==> src/design/isa_pkg.sv <==
`default_nettype none

package isa_pkg;

    localparam int XLEN     = 32;
    localparam int OPC_W    = 5;
    localparam int REG_W    = 5;

    // field positions in the instruction word
    localparam int OPC_MSB  = 31;
    localparam int RD_LSB   = 22;
    localparam int RS1_LSB  = 17;
    localparam int RS2_LSB  = 12;
    localparam int IMM_BITS = 12;  // immediate sits in bits IMM_BITS-1 down to 0

    typedef enum logic [OPC_W-1:0] {
        op_add    = 5'h00,
        op_sub    = 5'h01,
        op_and    = 5'h02,
        op_or     = 5'h03,
        op_xor    = 5'h04,
        op_addi   = 5'h05,
        op_load   = 5'h06,
        op_store  = 5'h07,
        op_branch = 5'h08,
        op_nop    = 5'h1f  // bubble
    } opcode_e;

    typedef struct packed {
        opcode_e          op;
        logic [REG_W-1:0] rd;
        logic [REG_W-1:0] rs1;
        logic [REG_W-1:0] rs2;
        logic [XLEN-1:0]  imm;      // sign-extended, zero when unused
        logic             has_imm;
    } decoded_instr_t;

endpackage

`default_nettype wire

==> src/design/dispatch_cfg_pkg.sv <==
`default_nettype none

package dispatch_cfg_pkg;

    localparam int IQ_DEPTH   = 16;
    localparam int IQ_PTR_W   = 4;
    localparam int IQ_SKID    = 1;  // room left for the word sitting in decode
    localparam int ROB_CNT_W  = 6;
    localparam int CFG_DATA_W = 8;

    localparam logic [ROB_CNT_W-1:0] ROB_LIMIT_RESET = 6'd32;

    typedef enum logic {
        cfg_ctrl      = 1'b0,
        cfg_rob_limit = 1'b1
    } cfg_addr_e;

    typedef struct packed {
        logic                 issue_en;
        logic [ROB_CNT_W-1:0] rob_limit;
    } dispatch_cfg_t;

endpackage

`default_nettype wire

==> src/design/instr_decode.sv <==
`default_nettype none

module instr_decode (
    input  logic                         clk,
    input  logic                         rst,
    input  logic                         instr_valid,
    input  logic [isa_pkg::XLEN-1:0]     instr_word,
    output logic                         dec_valid,
    output isa_pkg::decoded_instr_t      dec_instr
);

    isa_pkg::opcode_e        opc;
    logic                    legal;
    logic                    takes_imm;
    isa_pkg::decoded_instr_t next_instr;

    assign opc = isa_pkg::opcode_e'(instr_word[isa_pkg::OPC_MSB -: isa_pkg::OPC_W]);

    // classify the opcode
    always_comb begin
        legal     = 1'b1;
        takes_imm = 1'b0;
        case (opc)
            isa_pkg::op_add,
            isa_pkg::op_sub,
            isa_pkg::op_and,
            isa_pkg::op_or,
            isa_pkg::op_xor: begin
                takes_imm = 1'b0;
            end
            isa_pkg::op_addi,
            isa_pkg::op_load,
            isa_pkg::op_store,
            isa_pkg::op_branch: begin
                takes_imm = 1'b1;
            end
            default: begin
                legal = 1'b0;  // nop and unknown encodings are dropped
            end
        endcase
    end

    always_comb begin
        next_instr.op      = opc;
        next_instr.rd      = instr_word[isa_pkg::RD_LSB +: isa_pkg::REG_W];
        next_instr.rs1     = instr_word[isa_pkg::RS1_LSB +: isa_pkg::REG_W];
        next_instr.rs2     = instr_word[isa_pkg::RS2_LSB +: isa_pkg::REG_W];
        next_instr.has_imm = takes_imm;
        if (takes_imm) begin
            next_instr.imm = {{(isa_pkg::XLEN - isa_pkg::IMM_BITS){instr_word[isa_pkg::IMM_BITS-1]}},
                              instr_word[isa_pkg::IMM_BITS-1:0]};
        end else begin
            next_instr.imm = '0;
        end
    end

    always_ff @(posedge clk) begin
        if (!rst) begin
            dec_valid <= 1'b0;
        end else begin
            dec_valid <= instr_valid && legal;
        end
    end

    always_ff @(posedge clk) begin
        if (instr_valid && legal) begin
            dec_instr <= next_instr;
        end
    end

endmodule

`default_nettype wire

==> src/design/issue_queue.sv <==
`default_nettype none

module issue_queue (
    input  logic                            clk,
    input  logic                            rst,
    input  logic                            dec_valid,
    input  isa_pkg::decoded_instr_t         dec_instr,
    input  dispatch_cfg_pkg::dispatch_cfg_t cfg,
    input  logic                            rob_full,
    output logic                            iq_full,
    output logic                            issue_take,
    output logic                            issued,
    output isa_pkg::decoded_instr_t         issue_instr
);

    isa_pkg::decoded_instr_t mem [dispatch_cfg_pkg::IQ_DEPTH];

    logic [dispatch_cfg_pkg::IQ_PTR_W-1:0] head;
    logic [dispatch_cfg_pkg::IQ_PTR_W-1:0] tail;
    logic [dispatch_cfg_pkg::IQ_PTR_W:0]   count;  // one extra bit so all 16 slots count
    logic                                  empty;

    assign empty      = (count == '0);
    assign issue_take = !empty && cfg.issue_en && !rob_full;
    assign iq_full    = (count >= (dispatch_cfg_pkg::IQ_DEPTH - dispatch_cfg_pkg::IQ_SKID));

    // storage
    always_ff @(posedge clk) begin
        if (dec_valid) begin
            mem[tail] <= dec_instr;
        end
    end

    always_ff @(posedge clk) begin
        if (issue_take) begin
            issue_instr <= mem[head];
        end
    end

    always_ff @(posedge clk) begin
        if (!rst) begin
            head   <= '0;
            tail   <= '0;
            count  <= '0;
            issued <= 1'b0;
        end else begin
            issued <= issue_take;
            if (dec_valid) begin
                tail <= tail + 1'b1;  // wraps at 16
            end
            if (issue_take) begin
                head <= head + 1'b1;
            end
            case ({dec_valid, issue_take})
                2'b10:   count <= count + 1'b1;
                2'b01:   count <= count - 1'b1;
                default: count <= count;
            endcase
        end
    end

    // upstream honours iq_full and the skid slot covers the word in decode
    assert_no_overflow: assert property (
        @(posedge clk) disable iff (!rst)
        dec_valid |-> (count != dispatch_cfg_pkg::IQ_DEPTH)
    ) else $error("issue_queue: write while holding %0d entries", dispatch_cfg_pkg::IQ_DEPTH);

    // pointer distance and occupancy move together
    assert_ptrs_match_count: assert property (
        @(posedge clk) disable iff (!rst)
        (tail - head) == count[dispatch_cfg_pkg::IQ_PTR_W-1:0]
    ) else $error("issue_queue: head %0d tail %0d disagree with count %0d", head, tail, count);

endmodule

`default_nettype wire

==> src/design/rob_tracker.sv <==
`default_nettype none

module rob_tracker (
    input  logic                            clk,
    input  logic                            rst,
    input  logic                            issue_take,
    input  logic                            retire,
    input  dispatch_cfg_pkg::dispatch_cfg_t cfg,
    output logic                            rob_full
);

    logic [dispatch_cfg_pkg::ROB_CNT_W-1:0] count;
    logic                                   inc;
    logic                                   dec;

    assign inc      = issue_take;
    assign dec      = retire && (count != '0);  // stray retire at zero is ignored
    assign rob_full = (count >= cfg.rob_limit);  // a lowered limit just stalls issue

    always_ff @(posedge clk) begin
        if (!rst) begin
            count <= '0;
        end else begin
            case ({inc, dec})
                2'b10:   count <= count + 1'b1;
                2'b01:   count <= count - 1'b1;
                default: count <= count;  // take and retire cancel
            endcase
        end
    end

    // the queue must only take while there is room below the limit
    assert_take_below_limit: assert property (
        @(posedge clk) disable iff (!rst)
        issue_take |-> (count < cfg.rob_limit)
    ) else $error("rob_tracker: take at count %0d, limit %0d", count, cfg.rob_limit);

    assert_no_retire_at_zero: assert property (
        @(posedge clk) disable iff (!rst)
        retire |-> (count != '0)
    ) else $error("rob_tracker: retire with empty reorder buffer");

endmodule

`default_nettype wire

==> src/design/dispatch_regs.sv <==
`default_nettype none

module dispatch_regs (
    input  logic                                   clk,
    input  logic                                   rst,
    input  logic                                   cfg_we,
    input  dispatch_cfg_pkg::cfg_addr_e            cfg_addr,
    input  logic [dispatch_cfg_pkg::CFG_DATA_W-1:0] cfg_wdata,
    output dispatch_cfg_pkg::dispatch_cfg_t        cfg
);

    logic [dispatch_cfg_pkg::ROB_CNT_W-1:0] new_limit;

    assign new_limit = cfg_wdata[dispatch_cfg_pkg::ROB_CNT_W-1:0];

    always_ff @(posedge clk) begin
        if (!rst) begin
            cfg.issue_en  <= 1'b1;
            cfg.rob_limit <= dispatch_cfg_pkg::ROB_LIMIT_RESET;
        end else if (cfg_we) begin
            case (cfg_addr)
                dispatch_cfg_pkg::cfg_ctrl: begin
                    cfg.issue_en <= cfg_wdata[0];
                end
                dispatch_cfg_pkg::cfg_rob_limit: begin
                    // a zero limit would deadlock issue, keep the old one
                    if (new_limit != '0) begin
                        cfg.rob_limit <= new_limit;
                    end
                end
                default: begin
                    cfg <= cfg;
                end
            endcase
        end
    end

endmodule

`default_nettype wire

==> src/design/dispatch_top.sv <==
`default_nettype none

module dispatch_top (
    input  logic                                    clk,
    input  logic                                    rst,
    input  logic                                    instr_valid,
    input  logic [isa_pkg::XLEN-1:0]                instr_word,
    input  logic                                    retire,
    input  logic                                    cfg_we,
    input  dispatch_cfg_pkg::cfg_addr_e             cfg_addr,
    input  logic [dispatch_cfg_pkg::CFG_DATA_W-1:0] cfg_wdata,
    output logic                                    iq_full,
    output logic                                    issued,
    output isa_pkg::decoded_instr_t                 issue_instr
);

    logic                            dec_valid;
    isa_pkg::decoded_instr_t         dec_instr;
    logic                            issue_take;
    logic                            rob_full;
    dispatch_cfg_pkg::dispatch_cfg_t cfg;

    instr_decode u_decode (
        .clk         (clk),
        .rst         (rst),
        .instr_valid (instr_valid),
        .instr_word  (instr_word),
        .dec_valid   (dec_valid),
        .dec_instr   (dec_instr)
    );

    issue_queue u_queue (
        .clk         (clk),
        .rst         (rst),
        .dec_valid   (dec_valid),
        .dec_instr   (dec_instr),
        .cfg         (cfg),
        .rob_full    (rob_full),
        .iq_full     (iq_full),
        .issue_take  (issue_take),
        .issued      (issued),
        .issue_instr (issue_instr)
    );

    rob_tracker u_rob (
        .clk        (clk),
        .rst        (rst),
        .issue_take (issue_take),
        .retire     (retire),
        .cfg        (cfg),
        .rob_full   (rob_full)
    );

    dispatch_regs u_regs (
        .clk       (clk),
        .rst       (rst),
        .cfg_we    (cfg_we),
        .cfg_addr  (cfg_addr),
        .cfg_wdata (cfg_wdata),
        .cfg       (cfg)
    );

endmodule

`default_nettype wire

==> config.mk <==
export PLATFORM = sky130hd
export DESIGN_NAME = dispatch_top
export DESIGN_NICKNAME = d
export VERILOG_FILES = /design/src/design/isa_pkg.sv /design/src/design/dispatch_cfg_pkg.sv /design/src/design/instr_decode.sv /design/src/design/issue_queue.sv /design/src/design/rob_tracker.sv /design/src/design/dispatch_regs.sv /design/src/design/dispatch_top.sv
export SDC_FILE = /design/constraint.sdc
export NUM_CORES = 1
export LEC_CHECK = 0
export BUFFER_PORTS_ARGS = -buffer_cell sky130_fd_sc_hd__buf_2
export CAP_MARGIN = 20
export CORE_MARGIN = 10
export CORE_UTILIZATION = 44
export CTS_CLUSTER_DIAMETER = 100
export DETAILED_ROUTE_END_ITERATION = 7
export SYNTH_ARGS = -nofsm -noshare
export SYNTH_HDL_FRONTEND = slang
export SYNTH_HIERARCHICAL = 1
export SYNTH_SLANG_ARGS = --single-unit
==> constraint.sdc <==
create_clock -name clk -period 5.6 [get_ports clk]
set_clock_uncertainty 0.2 [all_clocks]
set_input_delay 0.56 -clock clk [delete_from_list [all_inputs] [get_ports clk]]
set_output_delay 0.56 -clock clk [all_outputs]
set_load 0.01 [all_outputs]
==> flow_summary.json, run 1 <==
{
  "status": "complete, no violations",
  "startpoint_type": "flop",
  "vias": 18000,
  "path_cells": "inv_1 -> ha_1 -> nand2b_1 -> a21oi_1 -> o21ai_0 -> a21o_1 -> nor2b_1 -> o21a_4 -> buf_4 -> ha_1 -> a21o_1 -> a21oi_1 -> or4_1 -> a21oi_1",
  "core_area_um2": 83800,
  "diodes": 0,
  "cp.depth": 14,
  "synthTopCellsByArea": "edfxtp_1 (75%), mux4_2 (6.4%), mux2i_1 (5.9%), a221oi_1 (1.8%), dfxtp_1 (1.5%)",
  "via_per_inst": 5.60,
  "area_growth_pct": 13.7,
  "vdd_drop_max_mv": 0.236,
  "drc_errors": 0,
  "grt_antenna_before_repair": 0,
  "tritoncts": "yes",
  "reg2reg_slack_ns": 1.41,
  "grt_pass1_wl_um": 122000,
  "critPathKind": "flop to flop",
  "die_h_um": 311,
  "period_needed_ns": 4.19,
  "crit_required_ns": 5.98,
  "cpLargestDelayFamily": "compound AO/OA/AOI/OAI gates",
  "yosysSeqAreaShare": 0.767,
  "drt_first_pass_iters": 5,
  "path_max_fanout": 33,
  "syn-num-nets": 1930,
  "leakage_nw": 13.3,
  "grtUsageTotal": 0.165,
  "max_slew.worst_pin.slew_ns": 1.41,
  "synth.avg_cell_area_um2": 20.0,
  "cp.arrival_ns": 4.57,
  "endpoint": "u_queue/count[4]",
  "path_common_cell": "a21oi_1",
  "drt-initial-drc-count": 1479,
  "initial_core_util": 0.445,
  "rsz0062_at_grt": "false",
  "synth_area_um2": 37300,
  "clockBufferDepth": 3,
  "path_clk_slew_ns": 0.06,
  "antenna_left": 0,
  "layout.cells.most_common": "edfxtp_1",
  "critPathLaunch": "u_rob/count[0]",
  "h-tree-depth": 3,
  "fin_crit_sh": 0.748,
  "final_area_um2": 42400,
  "async_flop_share": 0,
  "nets": 2075,
  "critPathMaxStageDelay_ns": 0.58,
  "synth_area_leader_cell": "edfxtp_1",
  "synthFlopType": "edfxtp_1",
  "finalSetupTns_ns": 0,
  "cts_root_buf": "clkbuf_16",
  "fillCellCount": 6744,
  "reg2reg_depth": 14,
  "final_cell_mix": "edfxtp_1 (934), mux2i_1 (218), mux4_2 (106)",
  "place_area_um2": 39000,
  "fin_util": 0.506,
  "netlist_instances": 1864,
  "timing.fmax_ghz": 0.239,
  "dpl.hpwl_um": 40000,
  "overflow": 0,
  "cp.buffers_inverters": 2,
  "grt_max_degree": 336,
  "routabilityCongestion": 0.742,
  "synth-seq-cells": 962,
  "io_pins": 101,
  "dieArea_um2": 96800,
  "endpoint_kind": "flop",
  "synth_top_area_frac": 0.752,
  "cts.sinks": 962,
  "synthDistinctLibCells": 52,
  "cts_buffers": 98,
  "synth_edf_count": 934,
  "wire_per_inst_um": 25.2,
  "maxSlewViolCount": 0,
  "maxCapViolations": 0,
  "cts_resized": 0,
  "setup_violations": 0,
  "hold_class": "primary input to flop",
  "io_buffers": 98,
  "drive_above_1_share": 0.217,
  "r2r_start": "u_rob/count[0]",
  "die-width_um": 311,
  "worstSkewPairLatency_ns": 0.65,
  "power_density_nw_per_um2": 416,
  "hold_viol_final": 0,
  "r2r_end": "u_queue/count[4]",
  "maxSlewHeadroom": 0.0571,
  "yosys_warnings": 6,
  "wl_um": 81100,
  "slowest_stage": "buf_4",
  "first_global_vias": 18900,
  "rows": 106
}
==> timing repair <==
item,in CTS,in global routing
setup buffers,0,0
hold buffers,26,0
endpoints found under the hold margin,26,0
==> report_power, final <==
part | internal [mW] | switching (mW) | total, mW
sequential | 8.31 | 0.229 | 8.54
combinational | 1.20 | 1.57 | 2.77
clock | 3.64 | 2.69 | 6.33
==> Yosys cell counts, types with 10 or more instances <==
| cell type | n |
|---|---|
| a21oi_1 | 13 |
| a221oi_1 | 76 |
| a221oi_2 | 30 |
| a22oi_1 | 53 |
| buf_2 | 19 |
| buf_4 | 34 |
| buf_6 | 25 |
| clkbuf_1 | 41 |
| dfxtp_1 | 28 |
| edfxtp_1 | 934 |
| ha_1 | 19 |
| inv_1 | 20 |
| mux2i_1 | 218 |
| mux4_2 | 106 |
| nand2_1 | 67 |
| nor2_1 | 30 |
| nor3b_2 | 10 |
| o21ai_0 | 54 |
==> area by class of cell <==
type | count | area, µm² | area share
Clock inverter | 68 | 574 | 0.0135
Clock buffer | 112 | 2550 | 0.0601
Tap cell | 1134 | 1420 | 0.0335
Multi-Input combinational cell | 761 | 7960 | 0.188
Sequential cell | 962 | 28600 | 0.675
Inverter | 21 | 78.8 | 0.00186
Timing Repair Buffer | 165 | 1200 | 0.0282
==> worst min path at each step <==
stage | slack, ns | to | cells past startpoint | from
after detailed placement | 0.30 | u_regs/cfg[6] | 2 | u_regs/cfg[6]
after global routing | 0.01 | u_decode/dec_instr[3] | 2 | instr_word[2]
final | 0.03 | u_decode/dec_instr[5] | 2 | instr_word[4]
after global placement | 0.30 | u_regs/cfg[6] | 2 | u_regs/cfg[6]
after CTS | 0.0002 | u_decode/dec_instr[5] | 2 | instr_word[4]
after floorplan | 0.24 | u_regs/cfg[6] | 2 | u_regs/cfg[6]
==> per-layer routing <==
layer / up-vias / GRT usage / wire [µm]
met2: 444 / 0.282 / 41100
met5: - / 0 / 0
met1: 9523 / 0.216 / 34700
met4: 0 / 0.0467 / 1580
li1: 7973 / - / -
met3: 107 / 0.0253 / 3710
==> sequential cells by signal, indices dropped and copies added, names as in the netlist <==
name,cells
u_queue/mem,848
u_queue/issue_instr,53
u_decode/dec_instr,33
u_regs/cfg,7
u_rob/count,6
u_queue/count,5
u_queue/head,4
u_queue/tail,4
u_decode/dec_valid,1
u_queue/issued,1
==> through the flow <==
| step | cells | hold slack [ns] | power [mW] | worst slack [ns] |
|---|---|---|---|---|
| after CTS | 3223 | 0.000155 | 17.9 | 1.34 |
| final | 3223 | 0.0322 | 17.6 | 1.41 |
| after global routing | 3223 | 0.0146 | 18.4 | 1.05 |
| after detailed placement | 3017 | 0.295 | 11.5 | 1.37 |
| after global placement | 3016 | 0.295 | 11.4 | 1.36 |
| after floorplan | 1864 | 0.245 | 10.7 | 0.525 |
==> cell families (layout without fill, tap and decap cells) <==
group	after synthesis	after routing	share of synthesized area
buffers and inverters	141	366	0.0234
and+or+nand+nor	148	148	0.0205
AOI/OAI and AO/OA	257	257	0.0565
adders and majority gates	20	20	0.00691
muxes	324	324	0.123
xor gates and xnor gates	12	12	0.00282
DFF	962	962	0.767
==> worst register-to-register path: stages (launching register included) <==
cell and delay (ns):
dfxtp_1 0.41, inv_1 0.11, ha_1 0.27, nand2b_1 0.14, a21oi_1 0.13, o21ai_0 0.10, a21o_1 0.19, nor2b_1 0.28
o21a_4 0.51, buf_4 0.59, ha_1 0.37, a21o_1 0.11, a21oi_1 0.07, or4_1 0.47, a21oi_1 0.16
(Power assumes the default switching activity.)
==> inputs of run 2 (changes only) <==
clock period = 3.6 ns   (was 5.6 ns; I/O delays follow)
==> run 2 against run 1 <==
Effect of this change: routed wire length is 0.98% higher; combinational power is 62% higher; final area grew 0.65%; largest power group unchanged.
==> flow_summary.json, run 2 (same netlist as run 1, synthesis figures left out) <==
{
  "worstSkewPairLatency_ns": 0.64,
  "endpoint_kind": "flop",
  "io_pins": 101,
  "startpoint_type": "flop",
  "overflow": 0,
  "drt-initial-drc-count": 1552,
  "crit_required_ns": 3.95,
  "routabilityCongestion": 0.737,
  "path_clk_slew_ns": 0.06,
  "fin_util": 0.509,
  "largest_reg_flops": 848,
  "vias": 18300,
  "grt_pass1_wl_um": 123000,
  "via_per_inst": 5.61,
  "hold_viol_final": 0,
  "status": "complete, no violations",
  "fin_crit_sh": 0.934,
  "max_slew.worst_pin.slew_ns": 1.08,
  "die_h_um": 311,
  "io_buffers": 98,
  "initial_core_util": 0.445,
  "fillCellCount": 6746,
  "layout_setup_ws_ns": 0.239,
  "dpl.hpwl_um": 41400,
  "final_cell_mix": "edfxtp_1 (934), mux2i_1 (218), mux4_2 (106)",
  "core_area_um2": 83800,
  "clockBufferDepth": 3,
  "power_density_nw_per_um2": 636,
  "maxSlewHeadroom": 0.280,
  "vdd_drop_max_mv": 0.478,
  "drc_errors": 0,
  "dieArea_um2": 96800,
  "diodes": 0,
  "timing.fmax_ghz": 0.297,
  "tritoncts": "yes",
  "rows": 106,
  "first_global_vias": 19100,
  "h-tree-depth": 3,
  "area_growth_pct": 14.4,
  "grt_antenna_before_repair": 1,
  "nets": 2117,
  "rsz0062_at_grt": "false",
  "critPathKind": "flop to flop",
  "largestRegisters": "u_queue/mem x848, u_queue/issue_instr x53, u_decode/dec_instr x33",
  "grtUsageTotal": 0.166,
  "leakage_nw": 13.5,
  "drive_above_1_share": 0.223,
  "cts_root_buf": "clkbuf_16",
  "cts.sinks": 962,
  "layout.cells.most_common": "edfxtp_1",
  "grt_max_degree": 117,
  "top_register": "u_queue/mem",
  "antenna_left": 0,
  "reg2reg_slack_ns": 0.24,
  "hold_class": "primary input to flop",
  "wire_per_inst_um": 25.1,
  "maxSlewViolCount": 0,
  "drt_first_pass_iters": 5,
  "period_needed_ns": 3.36,
  "path_max_fanout": 7,
  "cp.arrival_ns": 3.71,
  "wl_um": 81900,
  "cts_buffers": 98,
  "die-width_um": 311,
  "setup_violations": 0,
  "maxCapViolations": 0,
  "pre_cts_slack_ns": 0.101
}
[run 2: worst paths after layout]
path / start / end / depth (start not counted)
setup / recovery: u_rob/count[0] / u_rob/count[5] / 15
hold reg to reg: u_queue/count[3] / u_queue/count[3] / 2
hold / removal: instr_word[31] / u_decode/dec_instr[52] / 1
setup reg to reg: u_rob/count[0] / u_rob/count[5] / 15
[run 2: cell type report]
class,instances,area [µm²],area share
clock buffers,121,2570,0.0602
inverters,21,78.8,0.00185
clock inverters,53,372,0.00871
multi-input cells,761,7990,0.187
flip-flops and latches,962,28600,0.671
repair buffers,207,1610,0.0378
well taps,1134,1420,0.0333
[run 2: stage by stage]
step / area, µm² / setup TNS (ns) / hold WS (ns) / power [mW] / instances
6_report: 42700 / 0 / 0.0853 / 27.1 / 3259
3_5_place_dp: 39200 / 0 / 0.311 / 18.0 / 3038
4_1_cts: 42600 / 0 / 0.0512 / 27.4 / 3259
2_1_floorplan: 37300 / -47.16 / 0.232 / 16.7 / 1864
3_3_place_gp: 39200 / 0 / 0.297 / 17.9 / 3038
5_1_grt: 42700 / 0 / 0.0851 / 28.3 / 3259
[run 2: power breakdown]
| part | internal (mW) | switching (mW) | total [mW] | leakage (nW) |
|---|---|---|---|---|
| combinational | 1.97 | 2.52 | 4.49 | 3.47 |
| sequential | 12.9 | 0.332 | 13.3 | 8.54 |
| clock | 5.33 | 4.05 | 9.38 | 1.44 |
| total | 20.2 | 6.91 | 27.1 | 13.5 |
[run 2: worst max-delay path, cell delays in order, from the launching register on]
cell,delay (ns)
dfxtp_2,0.39
inv_1,0.09
ha_1,0.26
nand2b_1,0.14
a21oi_1,0.16
o21ai_0,0.10
a21o_1,0.21
nor2b_4,0.15
o21a_4,0.18
inv_1,0.05
ha_2,0.24
ha_1,0.32
a211oi_4,0.31
o31a_1,0.20
nor3_1,0.06
a311oi_1,0.20
[run 2: timing repair]
action,in CTS,in global routing
hold endpoints to repair,46,0
setup endpoints to repair,0,2
buffers inserted,0,0
gates resized for setup,0,4
hold buffers,47,0
[run 2: layer usage]
layer	share of wire	vias up	track usage
met5	0	-	0
met3	0.045	120	0.0232
met1	0.42	9627	0.214
met2	0.51	485	0.292
met4	0.021	0	0.0470
li1	-	8045	-
